===== config.mk =====
export PLATFORM = sky130hd
export DESIGN_NAME = load_data_stage
export DESIGN_NICKNAME = d
export VERILOG_FILES = /design/src/source/mem_pkg.sv /design/src/source/load_data_stage.sv
export SDC_FILE = /design/constraint.sdc
export NUM_CORES = 1
export LEC_CHECK = 0
export BUFFER_PORTS_ARGS = -buffer_cell sky130_fd_sc_hd__buf_4
export CAP_MARGIN = 40
export CORE_UTILIZATION = 44
export DETAILED_ROUTE_END_ITERATION = 10
export PLACE_DENSITY = 0.76
export SYNTH_ARGS = -nofsm -noshare
export SYNTH_HDL_FRONTEND = slang
export SYNTH_SLANG_ARGS = --single-unit

===== constraint.sdc =====
create_clock -name clock -period 3.9 [get_ports clock]
set_clock_uncertainty 0.1 [all_clocks]
set_input_delay 0 -clock clock [delete_from_list [all_inputs] [get_ports clock]]
set_output_delay 0 -clock clock [all_outputs]
set_load 0.02 [all_outputs]

===== src/source/mem_pkg.sv =====
package mem_pkg;

    typedef logic [31:0] data_t;
    typedef logic [5:0]  phys_reg_t;
    typedef logic [3:0]  byte_mask_t;

    // RV32 instruction formats
    typedef struct packed {
        logic [6:0] funct7;
        logic [4:0] rs2;
        logic [4:0] rs1;
        logic [2:0] funct3;
        logic [4:0] rd;
        logic [6:0] opcode;
    } r_type_t;

    typedef struct packed {
        logic [11:0] imm;
        logic [4:0]  rs1;
        logic [2:0]  funct3;
        logic [4:0]  rd;
        logic [6:0]  opcode;
    } i_type_t;

    typedef struct packed {
        logic [6:0] imm_hi;
        logic [4:0] rs2;
        logic [4:0] rs1;
        logic [2:0] funct3;
        logic [4:0] imm_lo;
        logic [6:0] opcode;
    } s_type_t;

    typedef union packed {
        r_type_t r;
        i_type_t i;
        s_type_t s;
    } inst_t;

    typedef enum logic {
        OPA_IS_RS1  = 1'b0,
        OPA_IS_ZERO = 1'b1
    } opa_select_t;

    typedef enum logic [1:0] {
        OPB_IS_RS2   = 2'h0,
        OPB_IS_I_IMM = 2'h1,
        OPB_IS_S_IMM = 2'h2
    } opb_select_t;

    // Encoded as funct3[1:0]
    typedef enum logic [1:0] {
        BYTE = 2'h0,
        HALF = 2'h1,
        WORD = 2'h2
    } mem_size_t;

    typedef struct packed {
        logic        valid;
        inst_t       inst;
        opa_select_t opa_select;
        opb_select_t opb_select;
        data_t       source_reg_1;
        data_t       source_reg_2;
        phys_reg_t   dest_reg_idx;
    } load_addr_packet_t;

    typedef struct packed {
        logic       valid;
        phys_reg_t  dest_reg_idx;
        data_t      load_addr;
        byte_mask_t byte_mask;
        mem_size_t  size;
        logic       is_unsigned;
    } load_data_packet_t;

    typedef struct packed {
        logic      valid;
        phys_reg_t dest_reg_idx;
        data_t     data;
    } load_result_t;

    typedef struct packed {
        logic  valid;
        inst_t inst;
        data_t base;
        data_t store_data;
    } store_packet_t;

    // Wishbone classic, master to slave
    typedef struct packed {
        logic       cyc;
        logic       stb;
        logic       we;
        data_t      adr;
        data_t      dat;
        byte_mask_t sel;
    } wb_req_t;

    typedef struct packed {
        logic  ack;
        data_t dat;
    } wb_rsp_t;

    localparam load_addr_packet_t NOP_LOAD_ADDR_PACKET = load_addr_packet_t'(0);
    localparam load_result_t      NOP_LOAD_RESULT      = load_result_t'(0);
    localparam wb_req_t           WB_REQ_IDLE          = wb_req_t'(0);
    localparam wb_rsp_t           WB_RSP_IDLE          = wb_rsp_t'(0);

    function automatic data_t i_imm(inst_t inst);
        return {{20{inst.i.imm[11]}}, inst.i.imm};
    endfunction

    function automatic data_t s_imm(inst_t inst);
        return {{20{inst.s.imm_hi[6]}}, inst.s.imm_hi, inst.s.imm_lo};
    endfunction

    // Unshifted lane mask for an access size
    function automatic byte_mask_t size_mask(mem_size_t size);
        case (size)
            BYTE:    return 4'b0001;
            HALF:    return 4'b0011;
            WORD:    return 4'b1111;
            default: return 4'b0000;
        endcase
    endfunction

    // Byte address to bus word address
    function automatic data_t word_adr(data_t addr);
        return {2'b00, addr[31:2]};
    endfunction

endpackage


===== src/source/load_data_stage.sv =====
`timescale 1ns/1ps

module load_data_stage (
    input  logic                       clock,
    input  logic                       reset,

    // From the address stage
    input  mem_pkg::load_data_packet_t load_data_packet,
    output logic                       load_data_free,

    // Wishbone master port
    output mem_pkg::wb_req_t           wb_req,
    input  mem_pkg::wb_rsp_t           wb_rsp,

    // Result broadcast
    output mem_pkg::load_result_t      load_result
);

    // One load held from accept until ack
    logic                       busy;
    mem_pkg::load_data_packet_t held;

    logic           take;
    logic           done;
    mem_pkg::data_t shifted;
    mem_pkg::data_t extended;

    assign load_data_free = ~busy;
    assign take           = load_data_packet.valid & load_data_free;
    assign done           = busy & wb_rsp.ack;

    assign wb_req = '{
        cyc: busy,
        stb: busy,
        we:  1'b0,
        adr: mem_pkg::word_adr(held.load_addr),
        dat: '0,
        sel: held.byte_mask
    };

    // Move the addressed lanes down to bit 0
    assign shifted = wb_rsp.dat >> {held.load_addr[1:0], 3'b000};

    always_comb begin
        case (held.size)
            mem_pkg::BYTE: begin
                if (held.is_unsigned) begin
                    extended = {24'b0, shifted[7:0]};
                end else begin
                    extended = {{24{shifted[7]}}, shifted[7:0]};
                end
            end
            mem_pkg::HALF: begin
                if (held.is_unsigned) begin
                    extended = {16'b0, shifted[15:0]};
                end else begin
                    extended = {{16{shifted[15]}}, shifted[15:0]};
                end
            end
            default: extended = shifted;
        endcase
    end

    always_ff @(posedge clock) begin
        if (reset) begin
            busy <= 1'b0;
        end else if (take) begin
            busy <= 1'b1;
        end else if (done) begin
            busy <= 1'b0;
        end
    end

    always_ff @(posedge clock) begin
        if (take) begin
            held <= load_data_packet;
        end
    end

    // Result is valid for the single cycle after ack
    always_ff @(posedge clock) begin
        if (reset) begin
            load_result <= mem_pkg::NOP_LOAD_RESULT;
        end else begin
            load_result <= '{
                valid:        done,
                dest_reg_idx: held.dest_reg_idx,
                data:         extended
            };
        end
    end

endmodule


==> results.txt, run 1 <==
- The slowest stage of the critical path is the sky130_fd_sc_hd__edfxtp_1 cell.
- Counting the fill cells in the layout gives 549.
* Slack of the critical path: 1300 ps
- In this run the worst hold path is classified as primary input to flop.
- Clock root buffer: sky130_fd_sc_hd__clkbuf_8
* Register cell area after layout: 2150 um^2
- Commonest cells in the synthesized netlist: 72 x sky130_fd_sc_hd__buf_4, 45 x sky130_fd_sc_hd__edfxtp_1, 40 x sky130_fd_sc_hd__dfxtp_1
- Critical path required time: 4020 ps
- Category of the worst setup path launch point: flop
- Setup violations remaining at the end of the flow were counted as 0.
* Area growth from synthesis to layout: 51.0%
- The number of buffers and inverters on the critical path is 1.
- Vias per cell: 4.55
* Drt initial violations: 54
- Setup repair after global routing left no endpoint under its margin.
- Routed Wire Length: 8290 um
- Capture instance of the worst register-to-register path: load_result[14]
* Overall routing resource usage: 20.2%
- Clock tree synthesis inserted a total of 9 buffers.
- In this run the worst path has a maximum fanout of 27.
- Yosys Warn Count: 0
- Critical Path AT: 2730 ps
- Wire length per cell after detailed routing: 14.2 um
* Wire length of the first global-routing pass: 12800 um
- After technology mapping, the gate count stands at 283.
* Worst relative slew slack: 45.8%
- Max-cap violations in this run came to 0.
- In this run the number of cells on the critical path is 5.
- Max-slew violation total from the final report: 0
- The share of synthesized area in the top cell type comes to 38.5%.
- Crit Path Category: flop to flop
- CTS tree: built
* Period utilisation layout: 66.8%
* Reported leakage power: 2.39 nW
- Most used flip-flop cell after synthesis: sky130_fd_sc_hd__edfxtp_1
* Largest net degree at the start of global routing: 35
- At the pin with the least slew margin, the transition time is 814 ps.
- The initial antenna violation count is 0.
- Hold Violations, Final: 0
* Ordered cell list for the critical path: mux4_2, nor2b_4, nor3_4, nor3_1, dlygate4sd3_1
- The kind of cell with the highest combined delay along the critical path is flip-flops.
* Register bit total from synthesis: 85
- The total overflow left after global routing is 0.
- Clock transition at the register clock pins on the worst setup and hold paths after CTS: 80 ps
- Detailed placement ended at an HPWL of 5290 um.
- Termination of the worst setup path: load_result[14]
* Die Span Y: 91.3 um
* Hold slack final: 34.3 ps
- The number of antenna diodes in the final layout is 0.
- Of all flip-flops after synthesis, the portion carrying an async set or reset was 0%.
- Synthesis instantiated 25 different standard cells from the library.
- Synth Cell Area: 3510 um^2
* Clock sink count: 85
- The initialized floorplan defines 32 standard-cell rows.
- For this run, the post-layout net count is 556.
* Per-instance average area after synthesis: 12.4 um^2
- Port buffering added 156 buffers.
* Reg2Reg Depth: 5
- Fin util: 68.6%
* Worst flop-to-flop path startpoint: held[8]
* CP Capture Type: flop
- Remaining routing DRC violations: 0
* Detailed-route via count: 2648
- In this run the standard cell core region covers 7730 um^2.
- Pre-CTS setup slack: 1490 ps
- Ranked by total cell area, the synthesized netlist is headed by sky130_fd_sc_hd__edfxtp_1 38%, sky130_fd_sc_hd__dfxtp_1 23%, sky130_fd_sc_hd__buf_4 15%.
- The first detailed-routing pass ran for 4 iterations.
* Register-to-register setup slack: 1300 ps
* Power Density: 393 nW/um^2
- Max Root-Sink Buffers: 2
* Sequential area share after synthesis: 61.3%
- Worst IR drop on VDD: 0.000232 V
* Number of synthesized flops with an enable pin: 45
- Most frequent cell after synthesis: sky130_fd_sc_hd__buf_4
- Via count of the first global-routing pass: 2611
- The flow ran to the end, and the final reports show no timing, DRC or antenna violations.
* Startpoint of the worst setup timing path: held[8]
* Area of the die: 8340 um^2
- The multi-input combinational cells in the finished layout cover a total of 881 um^2.
- On the worst path, the slowest cell contributes a delay of 890 ps.
- For this configuration, the core starts out at a cell density of 45.5%.
- Io pins: 192
- Fin Setup TNS: 0 ps
- Maximum frequency from static timing analysis: 384 MHz
- In this run the number of H-tree levels came out at 3.
- Placer Congestion: 0.761
* Die width: 91.3 um
* Count of antenna-violating nets left after detailed routing: 0
- At the later pin of the worst-skew pair, clock insertion delay measures 340 ps.
- Synth area leader: sky130_fd_sc_hd__edfxtp_1
- Of the cells placed in the final design, the portion with a size suffix greater than 1 is 37.9%.
- Clock period minus final worst setup slack: 2600 ps
## metrics by stage
| step | area, um^2 | power [mW] | instances |
|---|---|---|---|
| 2_1_floorplan | 3640 | 1.27 | 317 |
| 3_3_place_gp | 4350 | 1.37 | 493 |
| 3_5_place_dp | 4350 | 1.38 | 493 |
| 4_1_cts | 5300 | 2.10 | 582 |
| 5_1_grt | 5300 | 2.16 | 582 |
| 6_report | 5300 | 2.08 | 582 |
## routing by layer
metal  up-vias  GRT usage (%)  share of wire, %
li1       1257              -                 -
met1      1231           22.3                37
met2       131           35.7                53
met3        29           4.02               5.5
met4         0           12.4               4.4
met5         -              0                 0
## worst min-delay path by stage
| stage | from | to | slack [ps] | depth (start not counted) |
|---|---|---|---|---|
| 4_1_cts | wb_rsp[7] | load_result[7] | 20 | 3 |
| 6_report | wb_rsp[7] | load_result[7] | 30 | 3 |
| 3_3_place_gp | load_data_packet[9] | wb_req[36] | 80 | 1 |
| 5_1_grt | wb_rsp[7] | load_result[7] | 50 | 3 |
| 3_5_place_dp | load_data_packet[2] | held[2] | 80 | 1 |
| 2_1_floorplan | load_data_packet[0] | held[0] | -1 | 0 |
## layout by cell type (no fill, tap or decap), types with 2 or more instances in the layout
cell type	n
sky130_fd_sc_hd__a211oi_1	21
sky130_fd_sc_hd__buf_4	158
sky130_fd_sc_hd__clkbuf_8	10
sky130_fd_sc_hd__conb_1	35
sky130_fd_sc_hd__dfxtp_1	40
sky130_fd_sc_hd__dlygate4sd3_1	73
sky130_fd_sc_hd__edfxtp_1	45
sky130_fd_sc_hd__inv_1	2
sky130_fd_sc_hd__inv_4	2
sky130_fd_sc_hd__mux2i_1	17
sky130_fd_sc_hd__nand2_1	19
sky130_fd_sc_hd__nor2_1	11
sky130_fd_sc_hd__nor2b_1	15
sky130_fd_sc_hd__nor2b_4	2
sky130_fd_sc_hd__nor3_1	8
sky130_fd_sc_hd__o21ai_0	9
## registers in the layout, summed over array words and instances (netlist names)
name,count
busy,1
wb_req,34
load_result,39
held,11
## worst register-to-register path: stages (launching register included)
cell	delay, ps
sky130_fd_sc_hd__edfxtp_1	890
sky130_fd_sc_hd__mux4_2	430
sky130_fd_sc_hd__nor2b_4	150
sky130_fd_sc_hd__nor3_4	280
sky130_fd_sc_hd__nor3_1	90
sky130_fd_sc_hd__dlygate4sd3_1	560
## power by group
group / switching, mW / internal [mW]
Sequential: 0.0247 / 1.00
Combinational: 0.200 / 0.193
Clock: 0.305 / 0.357
## final cells by class
cell class	instances	share of cell area, %
inverters	2	0.142
clock buffers	12	3.16
clock inverters	4	0.967
well taps	102	2.41
repair buffers	231	36.1
flip-flops and latches	85	40.6
multi-input cells	146	16.6
## timing repair
item                      in CTS  in global routing
hold buffers                  73                  0
resized for setup              0                  0
buffers inserted               0                  0
hold endpoints to repair      85                  0
## cell families after synthesis
kind of cell           share of synthesized area, %
buffers and inverters                          17.5
AND/OR/NAND/NOR                                8.76
multiplexers                                   5.49
flip-flops                                     61.3
AO/OA/AOI/OAI                                  6.88
other                                         0.107
Note: power is estimated with default switching activity, not from simulation.
==> run 2, diff against run 1 <==
Settings changed: ABC_AREA from default to 1, CORE_UTILIZATION 44 to 46, PLACE_DENSITY 0.76 to 0.78.
Clock period 3.9 ns to 2.5 ns, I/O delays scaled along.
==> run 2 against run 1 <==
Critical path depth rose by 1. Count of clock-buffer cells in the layout is 2 lower. Global-route usage up 2.3 points. Sequential power rose by 55%. Fmax up 21%. Register-to-register slack worse by 950 ps. Non-clock buffer count increased by 16. Critical endpoint is now load_result[9].
==> results.txt, run 2 <==
- The run finished with clean final reports.
* Unrepaired setup endpoints after global routing: false
* Area of the die: 8610 um^2 (+3.2%)
- The actual transition at the worst max-transition pin is 679 ps (-135 ps).
- Cell Rows: 32 (unchanged)
- The remaining design rule violation count is 0 (unchanged).
- Ranked by total cell area, the synthesized netlist is headed by sky130_fd_sc_hd__edfxtp_1 36%, sky130_fd_sc_hd__dfxtp_1 21%, sky130_fd_sc_hd__buf_4 15%.
* Max reg flops: 39 (unchanged)
- Worst relative slew slack: 54.7% (+8.9 points)
- The overall global routing resource usage was 22.5% (+2.3 points).
* Crit Path Category: flop to flop
- Ys async rst share: 0% (unchanged)
* Die Span Y: 92.8 um (+1.6%)
- Reported leakage power: 2.83 nW (+18%)
* Clock period minus final worst setup slack: 2160 ps (-446 ps)
- The final critical-path setup slack is 341 ps (-954 ps).
* HPWL after detailed placement: 6040 um (+14%)
* Number of max-cap violations: 0 (unchanged)
- The combined flip-flop and latch cell area is 2150 um^2 (unchanged).
* Power Density: 567 nW/um^2 (+44%)
- The critical path data required time was 2610 ps (-1410 ps).
- Area growth from synthesis to layout: 49.5%
- Hold slack final: 45.0 ps (+10.8 ps)
* Starting density of the core: 48.3% (+2.9 points)
* Clock Latency Late Sink: 350 ps (about the same)
- Register ranked first by flip-flop count: load_result
* Fill cell total of the finished layout: 534 (-2.7%)
- The pin count of the biggest net entering global routing is 46 (+31%).
- The path class of the tightest hold or removal check is primary input to flop.
* Amount of wire on met3 after detailed routing: 627 um (+37%)
* Category of the worst setup path launch point: flop
- The synthesized instance count came to 384 (+36%).
* Number of H-tree levels: 3 (unchanged)
- The violation count after the first detailed-routing iteration came to 300 (+460%).
* Commonest non-fill, non-tap cell in the layout: sky130_fd_sc_hd__buf_4
* Post-CTS setup buffer count: 0 (unchanged)
* Routed Wire Length: 9710 um (+17%)
* Critical-path maximum fanout: 21 (-22%)
* Count of antenna-violating nets left after detailed routing: 0 (unchanged)
* Per-instance average area after synthesis: 9.88 um^2 (-20%)
- Total Nets Final: 668 (+20%)
* Io pins: 192 (unchanged)
- The number of global-route vias before repair was 3084 (+18%).
- The antenna diode count is 0 (unchanged).
- The initial antenna violation count came to 0 (unchanged).
- CP Capture Type: flop
- Maximum frequency from static timing analysis: 463 MHz (+21%)
- The number of port buffers is 156 (unchanged).
- Critical Path AT: 2270 ps (-460 ps)
* Hold Violations, Final: 0 (unchanged)
- Clock root buffer: sky130_fd_sc_hd__clkbuf_8
- Max-slew violation total from the final report: 0 (unchanged)
* Placeable core area: 7850 um^2 (+1.6%)
* Post-synth top area share: 35.6% (-2.8 points)
- Fin Setup TNS: 0 ps (unchanged)
- The wire length of the first global-routing pass is 14700 um (+15%).
- The wire length on met2 is 5060 um (+15%).
- The number of buffers created by CTS is 9 (unchanged).
- Top routing layer in use: met4
* Period utilisation layout: 86.4% (+20 points)
* Worst IR drop on VDD: 0.000306 V (+32%)
- Yosys Warn Count: 0 (unchanged)
- The total area of multi-input combinational cells is 1000 um^2 (+14%).
- Commonest cells in the synthesized netlist: 98 x sky130_fd_sc_hd__nand2_1, 74 x sky130_fd_sc_hd__buf_4, 45 x sky130_fd_sc_hd__edfxtp_1
- Share of layout cells above drive strength 1: 32.8% (-5.1 points)
- The overall die width was 92.8 um (+1.6%).
* Number of different library cells in the post-synthesis netlist: 23 (-8.0%)
* Commonest cells after routing, fill and taps aside: 159 x sky130_fd_sc_hd__buf_4, 98 x sky130_fd_sc_hd__nand2_1, 88 x sky130_fd_sc_hd__dlygate4sd3_1
* Number of synthesized flops with an enable pin: 45 (unchanged)
- The wire length the detailed router placed on met1 is 3610 um (+18%).
- Clock transition at the register clock pins on the worst setup and hold paths after CTS: 80 ps (about the same)
* Sequential area share after synthesis: 56.7% (-4.5 points)
* Synth area leader: sky130_fd_sc_hd__edfxtp_1
- Clock sink count: 85 (unchanged)
- By instance count, the leading cell after synthesis is sky130_fd_sc_hd__nand2_1.
- The number of buffers on the longest clock path came to 2 (unchanged).
- The number of detailed-routing iterations run before antenna repair was 4 (unchanged).
* Wire length per cell after detailed routing: 14.0 um (-1.8%)
- The ratio of routed vias to standard cells is 4.62 (+1.5%).
* # setup viols final: 0 (unchanged)
* Register bit total from synthesis: 85 (unchanged)
* Most used flip-flop cell after synthesis: sky130_fd_sc_hd__edfxtp_1
- CTS tree: built
- The worst slack after detailed placement came to 506 ps (-988 ps).
- Detailed-route via count: 3205 (+21%)
- GRT overflow: 0 (unchanged)
- Placer Congestion: 0.896 (+18%)
* Synth Cell Area: 3790 um^2 (+8.0%)
run 2: changes by cell type after synthesis, moves of 11 or more:
cell	delta
sky130_fd_sc_hd__nand2_1	+79
sky130_fd_sc_hd__nand3_2	+11
sky130_fd_sc_hd__a211oi_1	-21
sky130_fd_sc_hd__inv_1	+26
sky130_fd_sc_hd__mux2i_1	-17
sky130_fd_sc_hd__nand3_1	+30
sky130_fd_sc_hd__nor2b_1	-16
run 2: worst paths after layout:
check / startpoint / endpoint / slack (ps) / cells past startpoint
max reg2reg: held[8] / load_result[9] / 340 / 6
min reg2reg: held[43] / load_result[36] / 360 / 2
max: held[8] / load_result[9] / 340 / 6
min: wb_rsp[17] / load_result[17] / 50 / 7
run 2: logic make-up after synthesis:
logic type      synth area share, %
flops                          56.7
other cells                  0.0989
simple gates                   19.6
compound gates                 3.27
buf+inv                        20.3
run 2: metrics by stage:
stage          std cells  util [%]  instance area [um^2]  total power, mW
6_report             694      72.2                  5670             3.22
3_5_place_dp         590      58.6                  4600             2.19
2_1_floorplan        418         -                  3920             2.02
5_1_grt              694      72.2                  5670             3.34
4_1_cts              694      72.2                  5670             3.22
3_3_place_gp         590      58.6                  4600             2.17
run 2: per-layer routing:
metal | vias up | global-route usage [%]
met2 | 184 | 39.5
met4 | 0 | 13.1
met3 | 41 | 4.43
li1 | 1530 | -
met1 | 1450 | 25.2
met5 | - | 0
run 2: worst max-delay path: stages, from the launching register on:
cell and delay (ps):
sky130_fd_sc_hd__edfxtp_1 580, sky130_fd_sc_hd__inv_1 220, sky130_fd_sc_hd__buf_4 260, sky130_fd_sc_hd__nand3_1 120, sky130_fd_sc_hd__nand3_1 90, sky130_fd_sc_hd__dlygate4sd3_1 570, sky130_fd_sc_hd__a21oi_1 70
run 2: cell type report:
class | count | area share (%)
Inverter | 30 | 2.07
Tap cell | 102 | 2.25
Clock inverter | 6 | 0.971
Timing Repair Buffer | 247 | 36.6
Sequential cell | 85 | 38.0
Clock buffer | 10 | 2.43
Multi-Input combinational cell | 214 | 17.7
run 2: repair_timing:
item | CTS | global route
hold buffers | 88 | 0
hold endpoints to repair | 84 | 0
gates resized for setup | 0 | 0
run 2: report_power, final:
part	leakage (nW)	total, mW	internal, mW	switching (mW)
registers	0.761	1.60	1.56	0.0333
logic	1.97	0.693	0.327	0.365
clock network	0.0929	0.925	0.407	0.518
total	2.83	3.22	2.30	0.917
==> run 3, diff against run 2 <==
Settings changed: ABC_AREA 1 to default, CORE_UTILIZATION 46 to 44, PLACE_DENSITY 0.78 to 0.76.
==> run 3 against run 2 <==
Power up 0.58%. Sequential share of layout area up 2.7 points. Non-clock buffer count down 17. Hold slack worse by 9.3 ps. Wire length down 17%. Clock power up 10%. Die area down 3.1%.
==> results.txt, run 3 (synthesized netlist as in run 1, its figures left out) <==
- Wire length of the first global-routing pass: 12200 um (-17%)
* Worst relative slew slack: 54.6% (-0.069 points)
- The post-route cell area is 5290 um^2 (-6.8%).
- The critical path goes through buf_4, mux2i_1, nand3_1, o2111ai_2, o21ai_0.
- On the critical path the largest part of the delay comes from compound AO/OA/AOI/OAI gates.
- The die outline height is 91.3 um (-1.6%).
- Drt initial violations: 67 (-78%)
- In this run the clock root is driven by a sky130_fd_sc_hd__clkbuf_8.
- The number of clock sinks came to 85 (unchanged).
* Area growth from synthesis to layout: 50.5%
- Leaving out fill and tap cells, the most frequent cell in the layout is sky130_fd_sc_hd__buf_4.
* Register ranked first by flip-flop count: load_result
- The leakage power summed over all cells was 2.38 nW (-16%).
- Cell Rows: 32 (unchanged)
- Register cell area after layout: 2150 um^2 (unchanged)
- Routed Wire Length: 8010 um (-17%)
- The number of port buffers was 156 (unchanged).
- The worst vdd rail ir drop came to 0.000341 V (+11%).
- Leaving out fill and tap cells, the most frequent cells in the layout are 159 x sky130_fd_sc_hd__buf_4, 71 x sky130_fd_sc_hd__dlygate4sd3_1, 45 x sky130_fd_sc_hd__edfxtp_1.
- The total number of nets in the final design came to 555 (-17%).
* Io pins: 192 (unchanged)
- Number of buffers inserted during clock tree synthesis: 9 (unchanged)
* Max Root-Sink Buffers: 2 (unchanged)
* HPWL after detailed placement: 5220 um (-14%)
* Max-slew violation total from the final report: 0 (unchanged)
* Crit Path Category: flop to flop
- The fraction of the core area covered by cells at the end of the flow is 68.4% (-3.8 points).
- Clock Latency Late Sink: 340 ps (about the same)
- The final critical-path setup slack was 474 ps (+133 ps).
- The number of max-cap violations came to 0 (unchanged).
* Final std cells w/o fill: 581 (-16%)
- Critical path required time: 2590 ps (-20 ps)
- The global placement routability congestion came to 0.763 (-15%).
- The largest incremental delay on the critical path was 470 ps (-110 ps).
- The min-delay analysis places its worst path in the category primary input to flop.
- Sequential share of power: 49.4% (-0.3 points)
* GRT overflow: 0 (unchanged)
* Number of cells in the design after placement: 494 (-16%)
- The total negative slack was 0 ps (unchanged).
* Actual slew at the worst max-slew pin: 681 ps (+1.78 ps)
- Setup repair after global routing left no endpoint under its margin.
- Initial antenna violation count: 0 (unchanged)
* # setup viols final: 0 (unchanged)
- Post-detailed-placement cell area: 4360 um^2 (-5.1%)
- The clock power share came to 31.5% (+2.7 points).
- Largest net degree at the start of global routing: 47 (+2.2%)
- Area of the die: 8340 um^2 (-3.1%)
- Hold Violations, Final: 0 (unchanged)
- Detailed-route via count: 2664 (-17%)
- The number of fillers in the final layout was 561 (+5.1%).
* Wire length per cell after detailed routing: 13.8 um (-1.4%)
* First-pass iteration count of the detailed router: 5 (+1)
- Switching pwr: 0.812 mW (-11%)
- The number of H-tree levels is 3 (unchanged).
* Clock transition at the register clock pins on the worst setup and hold paths after CTS: 80 ps (about the same)
- Category of the worst setup path launch point: flop
* Cell-internal power: 2.42 mW (+5.4%)
- Count of antenna-violating nets left after detailed routing: 0 (unchanged)
* Overall routing resource usage: 19.2% (-3.3 points)
- Worst path slowest cell: sky130_fd_sc_hd__edfxtp_1
- The remaining design rule violation count came to 0 (unchanged).
- The top fanout value on the critical path came to 30 (+43%).
- Period utilisation layout: 81.0% (-5.3 points)
- Clock period minus final worst setup slack: 2030 ps (-133 ps)
* Combined buffer and inverter count along the critical path: 1 (-2)
- The share of cells above drive strength 1 was 37.8% (+5.0 points).
- The antenna diode count is 0 (unchanged).
* Result of the run: completed
* Via count of the first global-routing pass: 2549 (-17%)
* Pre-CTS setup slack: 498 ps (-8.66 ps)
- Critical Path AT: 2120 ps (-150 ps)
- Maximum frequency from static timing analysis: 494 MHz (+6.6%)
- Combinational group share of total power: 19.0% (-2.5 points)
- The total area of multi-input combinational cells came to 881 um^2 (-12%).
- The core region area came to 7730 um^2 (-1.5%).
* Post-cts gate resize count: 0 (unchanged)
- TritonCTS built the clock tree.
* Power Density: 612 nW/um^2 (+7.9%)
* Die width: 91.3 um (-1.6%)
- The ratio of routed vias to standard cells came to 4.59 (-0.71%).
- Starting density of the core: 45.5% (-2.9 points)
* Max reg flops: 39 (unchanged)
- CP Capture Type: flop
- Sw Share: 25.1% (-3.4 points)
==> run 3: cell type report <==
type / instances / share of cell area [%]
Clock buffer: 9 / 2.34
Inverter: 2 / 0.142
Tap cell: 102 / 2.41
Multi-Input combinational cell: 146 / 16.7
Clock inverter: 7 / 1.70
Timing Repair Buffer: 230 / 36.0
Sequential cell: 85 / 40.7
==> run 3: layer usage <==
metal | share of wire (%) | GRT usage [%] | up-vias
met4 | 3.7 | 11.0 | 0
met2 | 54 | 35.7 | 124
li1 | - | - | 1255
met3 | 5.1 | 3.10 | 23
met5 | 0 | 0 | -
met1 | 37 | 20.4 | 1262
==> run 3: power by group through the flow <==
| stage | logic, mW | registers [mW] | clock network (mW) |
|---|---|---|---|
| after floorplan | 0.308 | 1.68 | 0 |
| after detailed placement | 0.522 | 1.63 | 0 |
| final | 0.615 | 1.60 | 1.02 |
| after CTS | 0.612 | 1.60 | 1.04 |
| after global routing | 0.651 | 1.61 | 1.11 |
| after global placement | 0.514 | 1.63 | 0 |
==> run 3: timing repair <==
action,4_1_cts,5_1_grt
hold buffers,71,0
endpoints found under the hold margin,85,0
setup buffers,0,0
==> run 3: path summary, 6_finish.rpt <==
kind | start | end | slack [ps] | cells past startpoint
max | held[7] | load_result[23] | 470 | 5
min reg2reg | held[41] | load_result[34] | 350 | 1
max reg2reg | held[7] | load_result[23] | 470 | 5
min | wb_rsp[6] | load_result[6] | 40 | 4
==> run 3: worst register-to-register path, stage by stage, from the launching register on <==
cell	delay, ps
sky130_fd_sc_hd__edfxtp_1	470
sky130_fd_sc_hd__buf_4	420
sky130_fd_sc_hd__mux2i_1	280
sky130_fd_sc_hd__nand3_1	120
sky130_fd_sc_hd__o2111ai_2	290
sky130_fd_sc_hd__o21ai_0	190
==> run 3: stage by stage <==
stage               total power, mW  hold slack, ps
finish                         3.23            35.8
global route                   3.37            61.1
CTS                            3.25            34.3
detailed placement             2.15            79.5
global placement               2.14            77.8
floorplan                      1.98           -1.13
